--- src/include/amo_settings.svh ---
`ifndef AMO_SETTINGS_SVH
`define AMO_SETTINGS_SVH

`define AMO_XLEN         32
`define AMO_TAG_WIDTH    4
`define AMO_REG_WIDTH    5
`define AMO_MEM_WORDS    64
`define AMO_VADDR_LIMIT  256  // First faulting address.
`define AMO_MEM_LATENCY  3

`define AMO_EXC_WIDTH    4
`define AMO_EXC_NONE     4'd0
`define AMO_EXC_LAM      4'd4
`define AMO_EXC_SAM      4'd6
`define AMO_EXC_LPF      4'd13
`define AMO_EXC_SPF      4'd15

`endif

--- src/source/amo_pkg.sv ---
package amo_pkg;

    // Operation encoding as carried on issue_op.
    typedef enum logic [3:0] {
        AMO_LR   = 4'd0,
        AMO_SC   = 4'd1,
        AMO_SWAP = 4'd2,
        AMO_ADD  = 4'd3,
        AMO_XOR  = 4'd4,
        AMO_AND  = 4'd5,
        AMO_OR   = 4'd6,
        AMO_MIN  = 4'd7,
        AMO_MAX  = 4'd8,
        AMO_MINU = 4'd9,
        AMO_MAXU = 4'd10
    } amo_op_t;

    typedef enum logic [2:0] {
        IDLE,
        COMMIT_WAIT,
        TRANSLATE,
        CACHE,
        WB
    } amo_state_t;

endpackage

--- src/source/amo_ctrl.sv ---
`timescale 1ns/1ns
`include "amo_settings.svh"

module amo_ctrl (
    input  logic                      clk,
    input  logic                      rst,
    input  logic                      issue_valid,
    input  logic                      commit_valid,
    input  logic [`AMO_TAG_WIDTH-1:0] commit_tag,
    input  logic                      kill,
    input  logic [`AMO_TAG_WIDTH-1:0] held_tag,
    input  logic                      misaligned,
    input  logic                      xlat_valid,
    input  logic                      xlat_fault,
    input  logic                      flush_end,
    input  logic                      timer_done,
    input  logic                      wb_ready,
    output logic                      issue_ready,
    output logic                      capture,
    output logic                      xlat_req,
    output logic                      store_flush,
    output logic                      timer_start,
    output logic                      mem_exec,
    output logic                      fault_seen,
    output logic                      wb_valid
);
    amo_pkg::amo_state_t state;
    logic                xlat_done;
    logic                flush_done;
    logic                commit_hit;

    assign issue_ready = (state == amo_pkg::IDLE) || (state == amo_pkg::WB && wb_ready);
    assign capture     = issue_valid && issue_ready;
    assign commit_hit  = commit_valid && (commit_tag == held_tag);
    assign mem_exec    = (state == amo_pkg::CACHE) && timer_done;
    assign wb_valid    = (state == amo_pkg::WB);

    always_ff @(posedge clk or negedge rst) begin
        if (!rst) begin
            state       <= amo_pkg::IDLE;
            xlat_req    <= 1'b0;
            store_flush <= 1'b0;
            timer_start <= 1'b0;
            xlat_done   <= 1'b0;
            flush_done  <= 1'b0;
            fault_seen  <= 1'b0;
        end else begin
            xlat_req    <= 1'b0;  // Single cycle pulses.
            timer_start <= 1'b0;
            // Drain completes on its own, even after a fault left TRANSLATE.
            if (store_flush && flush_end) begin
                store_flush <= 1'b0;
                flush_done  <= 1'b1;
            end
            if (capture) begin
                fault_seen <= 1'b0;
            end
            case (state)
                amo_pkg::IDLE: begin
                    if (capture) begin
                        state <= amo_pkg::COMMIT_WAIT;
                    end
                end
                amo_pkg::COMMIT_WAIT: begin
                    if (kill) begin
                        state <= amo_pkg::IDLE;  // Dropped, no writeback.
                    end else if (commit_hit) begin
                        if (misaligned) begin
                            state <= amo_pkg::WB;
                        end else begin
                            state       <= amo_pkg::TRANSLATE;
                            xlat_req    <= 1'b1;
                            store_flush <= 1'b1;
                            xlat_done   <= 1'b0;
                            flush_done  <= 1'b0;
                        end
                    end
                end
                amo_pkg::TRANSLATE: begin
                    if (xlat_valid && xlat_fault) begin
                        state      <= amo_pkg::WB;
                        fault_seen <= 1'b1;
                    end else if (xlat_valid) begin
                        xlat_done <= 1'b1;
                    end
                    if (xlat_done && flush_done) begin
                        state       <= amo_pkg::CACHE;
                        timer_start <= 1'b1;
                    end
                end
                amo_pkg::CACHE: begin
                    if (timer_done) begin
                        state <= amo_pkg::WB;
                    end
                end
                amo_pkg::WB: begin
                    if (wb_ready) begin
                        state <= capture ? amo_pkg::COMMIT_WAIT : amo_pkg::IDLE;
                    end
                end
                default: begin
                    state <= amo_pkg::IDLE;
                end
            endcase
        end
    end

endmodule

--- config.mk ---
export PLATFORM = sky130hd
export DESIGN_NAME = amo_ctrl
export DESIGN_NICKNAME = d
export VERILOG_FILES = /design/src/source/amo_pkg.sv /design/src/source/amo_ctrl.sv
export VERILOG_INCLUDE_DIRS = /design/src /design/src/include
export SDC_FILE = /design/constraint.sdc
export NUM_CORES = 1
export LEC_CHECK = 0
export ABC_CLOCK_PERIOD_IN_PS = 4300
export BUFFER_PORTS_ARGS = -buffer_cell sky130_fd_sc_hd__buf_2
export CORE_AREA = 3 3 40 42
export CTS_CLUSTER_DIAMETER = 100
export DETAILED_ROUTE_END_ITERATION = 7
export DIE_AREA = 0 0 43 45
export PLACE_DENSITY = 0.71
export RECOVER_POWER = 25
export SLEW_MARGIN = 20
export SYNTH_ARGS = -nofsm -noshare
export SYNTH_HDL_FRONTEND = slang
export SYNTH_SLANG_ARGS = --single-unit
--- constraint.sdc ---
create_clock -name clk -period 4.3 [get_ports clk]
set_clock_uncertainty 0.05 [all_clocks]
set_input_delay 0.43 -clock clk [delete_from_list [all_inputs] [get_ports clk]]
set_output_delay 0.43 -clock clk [all_outputs]
set_load 0.005 [all_outputs]
-- After elaboration in Yosys (flattened, before gate mapping)
Index checks and enable logic that the tools add are counted.
- bits in registers: 9
- output and inout port bits: 8
- logic and storage cells: 69
- eq/ne operators: 15
- mux-type cells: 35
- reduce and logical (&&, ||, !) cells: 12
- operator list (operator ; count):
    2-to-1 mux 1 bit ; 25
    2-to-1 mux 3 bit ; 8
    inequality test 2 bit (second input constant) ; 8
    one-hot mux 3 bit (5 select lines) ; 1
    logical AND 1 bit ; 7
    == test 3 x 2 -> 1 bit (second input constant) ; 2
    inequality test 3 bit (second input constant) ; 2
    AND reduction 6 bit ; 1
    AND reduction 5 bit ; 1
    == test 4 bit ; 1
    == test 3 x 1 -> 1 bit (second input constant) ; 1
    == test 3 bit (second input constant) ; 1
    zero test 3 bit ; 1
    one-hot mux 1 bit (2 select lines) ; 1
    nonzero test 2 bit ; 1
    logical OR 1 bit ; 1

-- Logic depth before layout (Yosys ltp)
Gate-level depths: netlist of the first run.
- depth in word-level cells: 7
- depth in mapped cells: 5
- mapped depth without buffers: 5

-- Worst setup path after synthesis of the first run
OpenSTA, ideal clock, no wires.
- kind: flip-flop to flip-flop
- start point: register state[2]
- end point: register xlat_done
- library setup time: 0.122 ns
- arrival time: 1.319 ns
- data required time: 4.128 ns
- setup slack: 2.809 ns
- cell stages (with the launch flop): 5
- clock period less this slack: 1.491 ns
- path through: dfrtp_1 or4b_4 nor2_2 nand3_2 o2bb2ai_1
- longest elaborated chain between the ends: 3
- elaborated cells between the ends (all ways): 10
- classes of those cells: 7 x eq/ne; 1 x mux; 2 x reduce/logical
- RTL lines (item ; RTL line ; text):
    start: declaration ; amo_ctrl.sv:27 ; amo_pkg::amo_state_t state;
    start signal: assignment ; amo_ctrl.sv:40 ; state <= amo_pkg::IDLE;
    start signal: assignment ; amo_ctrl.sv:61 ; state <= amo_pkg::COMMIT_WAIT;
    start signal: assignment ; amo_ctrl.sv:66 ; state <= amo_pkg::IDLE;
    == test 3 x 2 -> 1 bit or == test 3 x 1 -> 1 bit (tied branches) ; amo_ctrl.sv:58 ; case (state)
    inequality test 2 bit (no source line) or nonzero test 2 bit (tied branches) ; - ;
    AND reduction 6 bit (no source line) ; - ;
    end signal: assignment ; amo_ctrl.sv:44 ; xlat_done <= 1'b0;
    end signal: assignment ; amo_ctrl.sv:74 ; xlat_done <= 1'b0;
    end signal: assignment ; amo_ctrl.sv:84 ; xlat_done <= 1'b1;
    end: declaration ; amo_ctrl.sv:28 ; logic xlat_done;
Several ways; a longest one is shown, not always the timed one.
A chain may end at the register's enable or synchronous reset.

-- Worst setup path after layout of the first run
- start point: register state[2]
- end point: output capture
- longest elaborated chain between the ends: 4
- elaborated cells between the ends (all ways): 5
- classes of those cells: 1 x eq/ne; 4 x reduce/logical
- RTL lines (item ; RTL line ; text):
    == test 3 bit ; amo_ctrl.sv:32 ; assign issue_ready = (state == amo_pkg::IDLE) || (state == amo_pkg::WB && wb_ready);
    logical AND 1 bit ; amo_ctrl.sv:32 ;
    logical OR 1 bit * ; amo_ctrl.sv:32 ;
    logical AND 1 bit * ; amo_ctrl.sv:33 ; assign capture = issue_valid && issue_ready;
    end: declaration ; amo_ctrl.sv:19 ; output logic capture,
Mark *: on every way between the ends. The rest lies on a longest branch, timed or not.

==> run metrics, run 1 <==
Cell Area, Synth 531 um^2; Post-DP Area 679 um^2; Layout area overhead 34.7%; Pleak 0.380 nW; DRC 0; maxcap violations 0; Die H 45 um; Hold Path Stages 2; setup bufs post-CTS 0; # diodes 0; RePlAce Congestion 0.747; worst slew pin tran 0.528 ns; status finished, final reports clean; CP startpoint kind flip-flop; final layout net count 108; minimum clock period after layout 1.83 ns; Initial DRC Count 6; Final WS setup 2.47 ns; clk_lat worst skew 0.25 ns; PortBufs 26; critical path data arrival time 1.35 ns; HP Class input port to flip-flop; Netlist cell types 28; via count 515; VDD IR max 0.261 mV; Worst Path Required 3.82 ns; f_max 0.548 GHz; total core area 1280 um^2; cts repair resizes 0; Routed WL per cell 11.3 um; sequential element share of the synthesized area 42.5%; power density cells 505 nW/um^2; Synth top area share 42.5%; Synth area leaders dfrtp_1 42%, nand2_1 5.0%, xor2_1 5.0%; Crit Path Max Fanout 8; initial core utilization 41.3%; DIE WIDTH 43 um; Num CTS Buffers 3; R2R setup slack 2.62 ns; Final Slew Violations 0; critical path, cell by cell nor2b_1 -> nor3_1 -> and2_1 -> buf_2; reg-to-reg startpoint state[2]; min-delay src xlat_fault; WS Path Type flip-flop to primary output; TritonCTS clock tree yes; clock tree buffer depth 2; worst reg2reg path endpoint state[0]; Tot Pwr 0.361 mW; level count of the clock H-tree 1; DR pass1 iterations 4; HPWL Detailed 1000 um; largest net degree at the start of global routing 10; GRT Overall Usage 14.2%; critical path capture point type primary output; RSZ-0062 raised after global routing no; Slew headroom 64.7%; synthesized net count 76; Syn. warnings 0; Avg Synthesized Cell Area 9.31 um^2; initial antenna violation count 0; Final Hold Vio Count 0; antenna viol nets, final 0; # rows 13; CP max stage cell dfrtp_1; FF+latch count, synth 9; post-route design area 714 um^2; vias per cell 5.00; die footprint 1940 um^2; R2R depth 4; Root Driver clkbuf_4; pre-CTS WS 2.63 ns; end of the worst hold path xlat_done; Cells after Synth 57; Final Cycle Share 42.5%; vias in the first global route 508; first-pass GRT wire length 2010 um; setup TNS 0 ns; final WL 1160 um; post-cts hold buffer count 1; clock sink total 9; IO Pins 27; Synth area leader dfrtp_1; CP max stage delay 0.45 ns; GR Overflow Total 0; clock slew at reported path FFs 0.06 ns; final setup fails 0; layout cells sized above 1 42.0%
## cell usage after synthesis (all sizes together)
master and count:
a211oi 1, a21o 2, a21oi 2, a31oi 1
and2 3, and2b 1, and3b 1, and4bb 1
dfrtp 9, inv 5, nand2 7, nand3 2
nor2 6, nor2b 1, nor3 2, nor3b 1
o21ai 4, o2bb2ai 1, o31a 1, o32ai 1
or4b 1, xnor2 1, xor2 3
## layer usage
metal  up-vias  GRT usage, %  wire (um)
met2        26          24.9        567
met5         -             0          0
li1        259             -          -
met3         2          7.57        124
met1       228          15.3        461
met4         0          3.61          7
## sequential cells by signal, summed over array words and instances (netlist names)
name / cells
fault_seen: 1
flush_done: 1
state: 3
store_flush: 1
timer_start: 1
xlat_done: 1
xlat_req: 1
## through the flow
step                std cells  hold WS (ns)  utilization (%)
global route              103         0.315             55.6
finish                    103         0.330             55.6
global placement           98         0.238             52.9
detailed placement         98         0.238             52.9
floorplan                  57        0.0844                -
CTS                       103         0.319             55.7
## logic make-up after synthesis
| family | synth area share (%) |
|---|---|
| flip-flops | 42.5 |
| AND/OR/NAND/NOR | 29.2 |
| buffers and inverters | 3.54 |
| AO/OA/AOI/OAI | 18.2 |
| XOR/XNOR | 6.60 |
## final cells by class
type,instances,area [um^2]
repair buffers,27,139
flip-flops and latches,9,225
multi-input cells,43,287
inverters,5,18.8
fillers,126,571
clock buffers,4,26.3
well taps,15,18.8
## critical path, delay by kind of cell, from the launching register on
kind / cells / cell delay [ns]
buf+inv: 1 / 0.11
simple gates: 3 / 0.54
flops: 1 / 0.45
## worst max path at each step
stage,startpoint,endpoint,slack [ns],cells past startpoint
after global placement,held_tag[0],state[0],2.66,5
final,state[2],capture,2.47,4
after detailed placement,held_tag[0],state[0],2.63,5
after global routing,state[2],capture,2.37,4
after floorplan,state[2],xlat_done,2.81,4
after CTS,state[2],capture,2.48,4
## cell usage in the layout, fill, tap and decap left out, drive strengths merged
| cell | n |
|---|---|
| a211oi | 1 |
| and2b | 1 |
| nor2 | 6 |
| nand2 | 7 |
| dlygate4sd3 | 1 |
| and4bb | 1 |
| and2 | 3 |
| xnor2 | 1 |
| nor2b | 1 |
| o32ai | 1 |
| and3b | 1 |
| buf | 25 |
| nor3b | 1 |
| o21ai | 4 |
| a21oi | 2 |
| inv | 5 |
| clkbuf | 5 |
| o2bb2ai | 1 |
| o31a | 1 |
| xor2 | 3 |
| dfrtp | 9 |
| nor3 | 2 |
| or4b | 1 |
| a31oi | 1 |
| a21o | 2 |
| nand3 | 2 |
## report_power, final
group	internal (mW)	leakage, nW	switching, mW
clock	0.0356	0.0150	0.0270
sequential	0.111	0.118	0.0263
combinational	0.0825	0.247	0.0788
Power figures use the tool's default switching activity.
==> inputs of run 2 (changes only) <==
--- a/config.mk
+++ b/config.mk
@@ -6,7 +6,7 @@
 export SDC_FILE = /design/constraint.sdc
 export NUM_CORES = 1
 export LEC_CHECK = 0
-export ABC_CLOCK_PERIOD_IN_PS = 4300
+export ABC_CLOCK_PERIOD_IN_PS = 1880
 export BUFFER_PORTS_ARGS = -buffer_cell sky130_fd_sc_hd__buf_2
 export CORE_AREA = 3 3 40 42
 export CTS_CLUSTER_DIAMETER = 100
==> constraint.sdc (replaced) <==
create_clock -name clk -period 1.88 [get_ports clk]
set_clock_uncertainty 0.05 [all_clocks]
set_input_delay 0.188 -clock clk [delete_from_list [all_inputs] [get_ports clk]]
set_output_delay 0.188 -clock clk [all_outputs]
set_load 0.005 [all_outputs]
==> run metrics, run 2 (same netlist as run 1, synthesis figures left out) <==
clock slew at reported path FFs 0.07 ns (about the same); layout cells sized above 1 43.8% (+1.8 points); Final WS setup 0.317 ns (-2.16 ns); Routed WL per cell 11.5 um (+2.2%); vias in the first global route 521 (+2.6%); Root Driver clkbuf_4; clock tree buffer depth 2 (unchanged); Final Slew Violations 0 (unchanged); multi-input logic area 287 um^2 (unchanged); total core area 1280 um^2 (unchanged); Final Cycle Share 83.1%; Layout area overhead 36.3%; CP startpoint kind flip-flop; # diodes 0 (unchanged); level count of the clock H-tree 1 (unchanged); post-cts hold buffer count 1 (unchanged); GRT Overall Usage 14.0% (-0.23 points); minimum clock period after layout 1.56 ns; pre-CTS WS 0.306 ns (-2.33 ns); power density cells 1160 nW/um^2 (+130%); antenna viol nets, final 0 (unchanged); critical path capture point type flip-flop; TritonCTS clock tree yes; Die H 45 um (unchanged); f_max 0.640 GHz; PortBufs 26 (unchanged); reg-to-reg startpoint state[2]; post-route design area 723 um^2 (+1.2%); Layout Cells excl Fill 104 (+0.97%); Final Hold Vio Count 0 (unchanged); initial antenna violation count 0 (unchanged); worst reg2reg path endpoint xlat_done; WS Path Type flip-flop to flip-flop; VDD IR max 0.476 mV (+83%); commonest cells after routing, fill and taps aside 25 x buf_2, 9 x dfrtp_1, 7 x nand2_1, 4 x nor2_1, 4 x inv_1; largest net degree at the start of global routing 10 (unchanged); Worst Path Required 1.99 ns (-1.83 ns); final setup fails 0 (unchanged); worst slew pin tran 0.518 ns (-0.0100 ns); Num CTS Buffers 3 (unchanged); first-pass GRT wire length 2010 um (unchanged); crit path capture xlat_done; DRC 0 (unchanged); cts repair resizes 0 (unchanged); # rows 13 (unchanged); Hold Path Stages 2 (unchanged); placed instance count 99 (+1.0%); # fillers 126 (unchanged); critical path data arrival time 1.67 ns (+0.32 ns); DIE WIDTH 43 um (unchanged); vias per cell 4.95 (-0.96%); Post-DP Area 687 um^2 (+1.1%); DR pass1 iterations 4 (unchanged); largest register by flop count state; clk_lat worst skew 0.26 ns (about the same); RePlAce Congestion 0.765 (+2.4%); most common cell after layout, fill and taps aside buf_2; register area 225 um^2 (unchanged); setup bufs post-CTS 0 (unchanged); IO Pins 27 (unchanged); Crit Path Max Fanout 8 (unchanged); Initial DRC Count 4 (-2); die footprint 1940 um^2 (unchanged); status finished, final reports clean; initial core utilization 41.3% (unchanged); critical path startpoint state[2]; via count 515 (unchanged); R2R depth 4 (unchanged); final layout net count 109 (+0.93%); HP Class input port to flip-flop; Pleak 0.389 nW (+2.1%); clock sink total 9 (unchanged); Slew headroom 65.4% (+0.74 points); WHS 0.0619 ns (-0.268 ns); HPWL Detailed 988 um (-1.4%); GR Overflow Total 0 (unchanged); RSZ-0062 raised after global routing no; max reg flops 3 (unchanged); setup TNS 0 ns (unchanged); final WL 1200 um (+3.2%); maxcap violations 0 (unchanged); R2R setup slack 0.32 ns (-2.30 ns)
run 2: cell type report:
cell class | instances | area share, %
repair buffers | 28 | 20.2
flip-flops and latches | 9 | 31.1
multi-input cells | 43 | 39.6
well taps | 15 | 2.60
clock inverters | 1 | 0.692
clock buffers | 3 | 3.11
inverters | 5 | 2.60
run 2: where the power goes:
part | internal [mW] | switching (mW)
logic | 0.196 | 0.172
clock network | 0.0786 | 0.0748
registers | 0.253 | 0.0623
run 2: per-stage QoR:
step | total power, mW | utilization, %
after floorplan | 0.554 | -
after global placement | 0.675 | 53.5
after CTS | 0.852 | 56.4
final | 0.836 | 56.3
after global routing | 0.913 | 56.3
after detailed placement | 0.689 | 53.5
run 2: worst min path at each step:
| stage | startpoint | endpoint | slack, ns |
|---|---|---|---|
| floorplan | rst | fault_seen | -0.16 |
| global placement | rst | fault_seen | 0.003 |
| detailed placement | rst | fault_seen | 0.004 |
| CTS | xlat_fault | xlat_done | 0.05 |
| global route | xlat_fault | xlat_done | 0.08 |
| finish | xlat_fault | xlat_done | 0.06 |
run 2: routing by layer:
layer	wire length (um)	up-vias	global-route usage [%]
met5	0	-	0
met4	0	0	8.43
met3	104	0	2.39
met2	610	20	25.4
met1	482	234	15.3
li1	-	261	-
run 2: worst max-delay path: stages, from the launching register on:
cell       delay [ns]
dfrtp_1          0.44
or4b_4           0.59
nor2_2           0.13
nand3_2          0.10
o2bb2ai_1        0.14
==> inputs of run 3 (changes only) <==
--- a/config.mk
+++ b/config.mk
@@ -6,12 +6,12 @@
 export SDC_FILE = /design/constraint.sdc
 export NUM_CORES = 1
 export LEC_CHECK = 0
-export ABC_CLOCK_PERIOD_IN_PS = 1880
+export ABC_CLOCK_PERIOD_IN_PS = 1250
 export BUFFER_PORTS_ARGS = -buffer_cell sky130_fd_sc_hd__buf_2
-export CORE_AREA = 3 3 40 42
+export CORE_MARGIN = 3
+export CORE_UTILIZATION = 38
 export CTS_CLUSTER_DIAMETER = 100
 export DETAILED_ROUTE_END_ITERATION = 7
-export DIE_AREA = 0 0 43 45
 export PLACE_DENSITY = 0.71
 export RECOVER_POWER = 25
 export SLEW_MARGIN = 20
==> constraint.sdc (replaced) <==
create_clock -name clk -period 1.25 [get_ports clk]
set_clock_uncertainty 0.05 [all_clocks]
set_input_delay 0.125 -clock clk [delete_from_list [all_inputs] [get_ports clk]]
set_output_delay 0.125 -clock clk [all_outputs]
set_load 0.005 [all_outputs]
==> run metrics, run 3 (same netlist as run 1, synthesis figures left out) <==
RSZ-0062 raised after global routing yes; GRT Overall Usage 18.7% (+4.7 points); gr busiest metal met2; RePlAce Congestion 0.753 (-1.5%); commonest cells after routing, fill and taps aside 24 x buf_2, 9 x buf_4, 8 x dfrtp_1, 6 x nand2_1, 5 x buf_6; worst slew pin tran 0.477 ns (-0.0419 ns); status finished with violations; Root Driver clkbuf_4; met1 Use GR 19.2% (+3.9 points); final WL 1550 um (+30%); critical path capture point type primary output; via count 592 (+15%); critical path data arrival time 1.35 ns (-0.32 ns); largest register by flop count state; Slew headroom 68.2% (+2.8 points); minimum clock period after layout 1.52 ns; Worst Path Required 1.08 ns (-0.91 ns); total core area 1200 um^2 (-6.5%); Layout Cells excl Fill 115 (+11%); CP startpoint kind flip-flop; Die H 43.4 um (-3.6%); power density cells 1940 nW/um^2 (+68%); setup TNS -2.38 ns (-2.38 ns); max reg flops 3 (unchanged); HPWL Detailed 1030 um (+4.7%); # rows 12 (-1); IO Pins 27 (unchanged); WS Path Type flip-flop to primary output; Initial DRC Count 4 (unchanged); clock tree buffer depth 2 (unchanged); Pleak 0.473 nW (+22%); VDD IR max 1.17 mV (+150%); clk_lat worst skew 0.26 ns (about the same); DIE WIDTH 43.4 um (+0.85%); PortBufs 26 (unchanged); pre-CTS WS -0.222 ns (-0.528 ns); largest net degree at the start of global routing 10 (unchanged); Routed WL per cell 13.5 um (+17%); Final Cycle Share 122%; Num CTS Buffers 3 (unchanged); placed instance count 107 (+8.1%); level count of the clock H-tree 1 (unchanged); f_max 0.656 GHz; end-of-flow core utilization 77.4% (+21 points); clock sink total 9 (unchanged); Final WS setup -0.275 ns (-0.592 ns); die footprint 1880 um^2 (-2.8%); layout cells sized above 1 62.4% (+19 points); Tot Pwr 1.81 mW (+120%); HP Class input port to flip-flop; Layout area overhead 75.2%; Final Hold Vio Count 0 (unchanged); M3 GR Usage 7.47% (+5.1 points); clock slew at reported path FFs 0.06 ns (about the same); maxcap violations 0 (unchanged); failing checks negative setup slack; final setup fails 12 (+12); met2 GRT Util 33.9% (+8.5 points); antenna viol nets, final 0 (unchanged); post-route design area 930 um^2 (+29%); most common cell after layout, fill and taps aside buf_2; initial core utilization 44.2% (+2.9 points); DR pass1 iterations 2 (-2); WHS 0.0104 ns (-0.0515 ns); GR Overflow Total 0 (unchanged); Post-DP Area 758 um^2 (+10%); vias per cell 5.15 (+4.0%); DRC 0 (unchanged); first-pass GRT wire length 2660 um (+32%); Final Slew Violations 0 (unchanged); final layout net count 121 (+11%); # diodes 0 (unchanged); TritonCTS clock tree yes; initial antenna violation count 0 (unchanged); vias in the first global route 630 (+21%); Crit Path Max Fanout 4 (-4)
==> run 3: changes by cell type in the layout (fill, tap and decap cells not counted), moves of 2 or more <==
cell	delta
buf_4	+8
buf_6	+5
nor2_2	-2
nor2_4	+3
o21ai_0	-2
==> run 3: what timing repair did <==
item	4_1_cts	5_1_grt
gates resized for setup	15	13
hold buffers	1	0
endpoints found under the setup margin	12	13
buffers inserted	4	0
pin swaps	4	2
hold endpoints to repair	9	0
==> run 3: where the power goes <==
group          internal [mW]  leakage, nW  total [mW]  switching, mW
logic                  0.643        0.341        1.12          0.473
clock network          0.123       0.0150       0.226          0.103
registers              0.384        0.116       0.466         0.0816
==> run 3: cell type report <==
cell class	instances	area [um^2]
fillers	91	272
repair buffers	40	258
clock buffers	4	26.3
well taps	14	17.5
flip-flops and latches	9	226
inverters	5	18.8
multi-input cells	43	383
==> run 3: worst max-delay path, cell delays in order, from the launching register on <==
cell and delay [ns]:
dfrtp_1 0.43, buf_6 0.16, and3b_2 0.21, and2_1 0.16
buf_2 0.13
==> run 3: layer usage <==
| layer | vias up | wire length [um] |
|---|---|---|
| met5 | - | 0 |
| met4 | 0 | 31 |
| met3 | 4 | 116 |
| met2 | 22 | 867 |
| met1 | 280 | 537 |
| li1 | 286 | - |
==> run 3: final timing paths <==
| kind | start | end | slack, ns | cells after the start |
|---|---|---|---|---|
| worst max-delay path | state[0] | mem_exec | -0.27 | 4 |
| worst min register to register | xlat_done | xlat_done | 0.47 | 1 |
| worst min-delay path | xlat_fault | xlat_done | 0.01 | 2 |
| max in group asynchronous | rst | state[2] | 0.52 | 2 |
| worst max register to register | state[2] | state[2] | -0.27 | 4 |
| min in group asynchronous | rst | fault_seen | 0.28 | 2 |
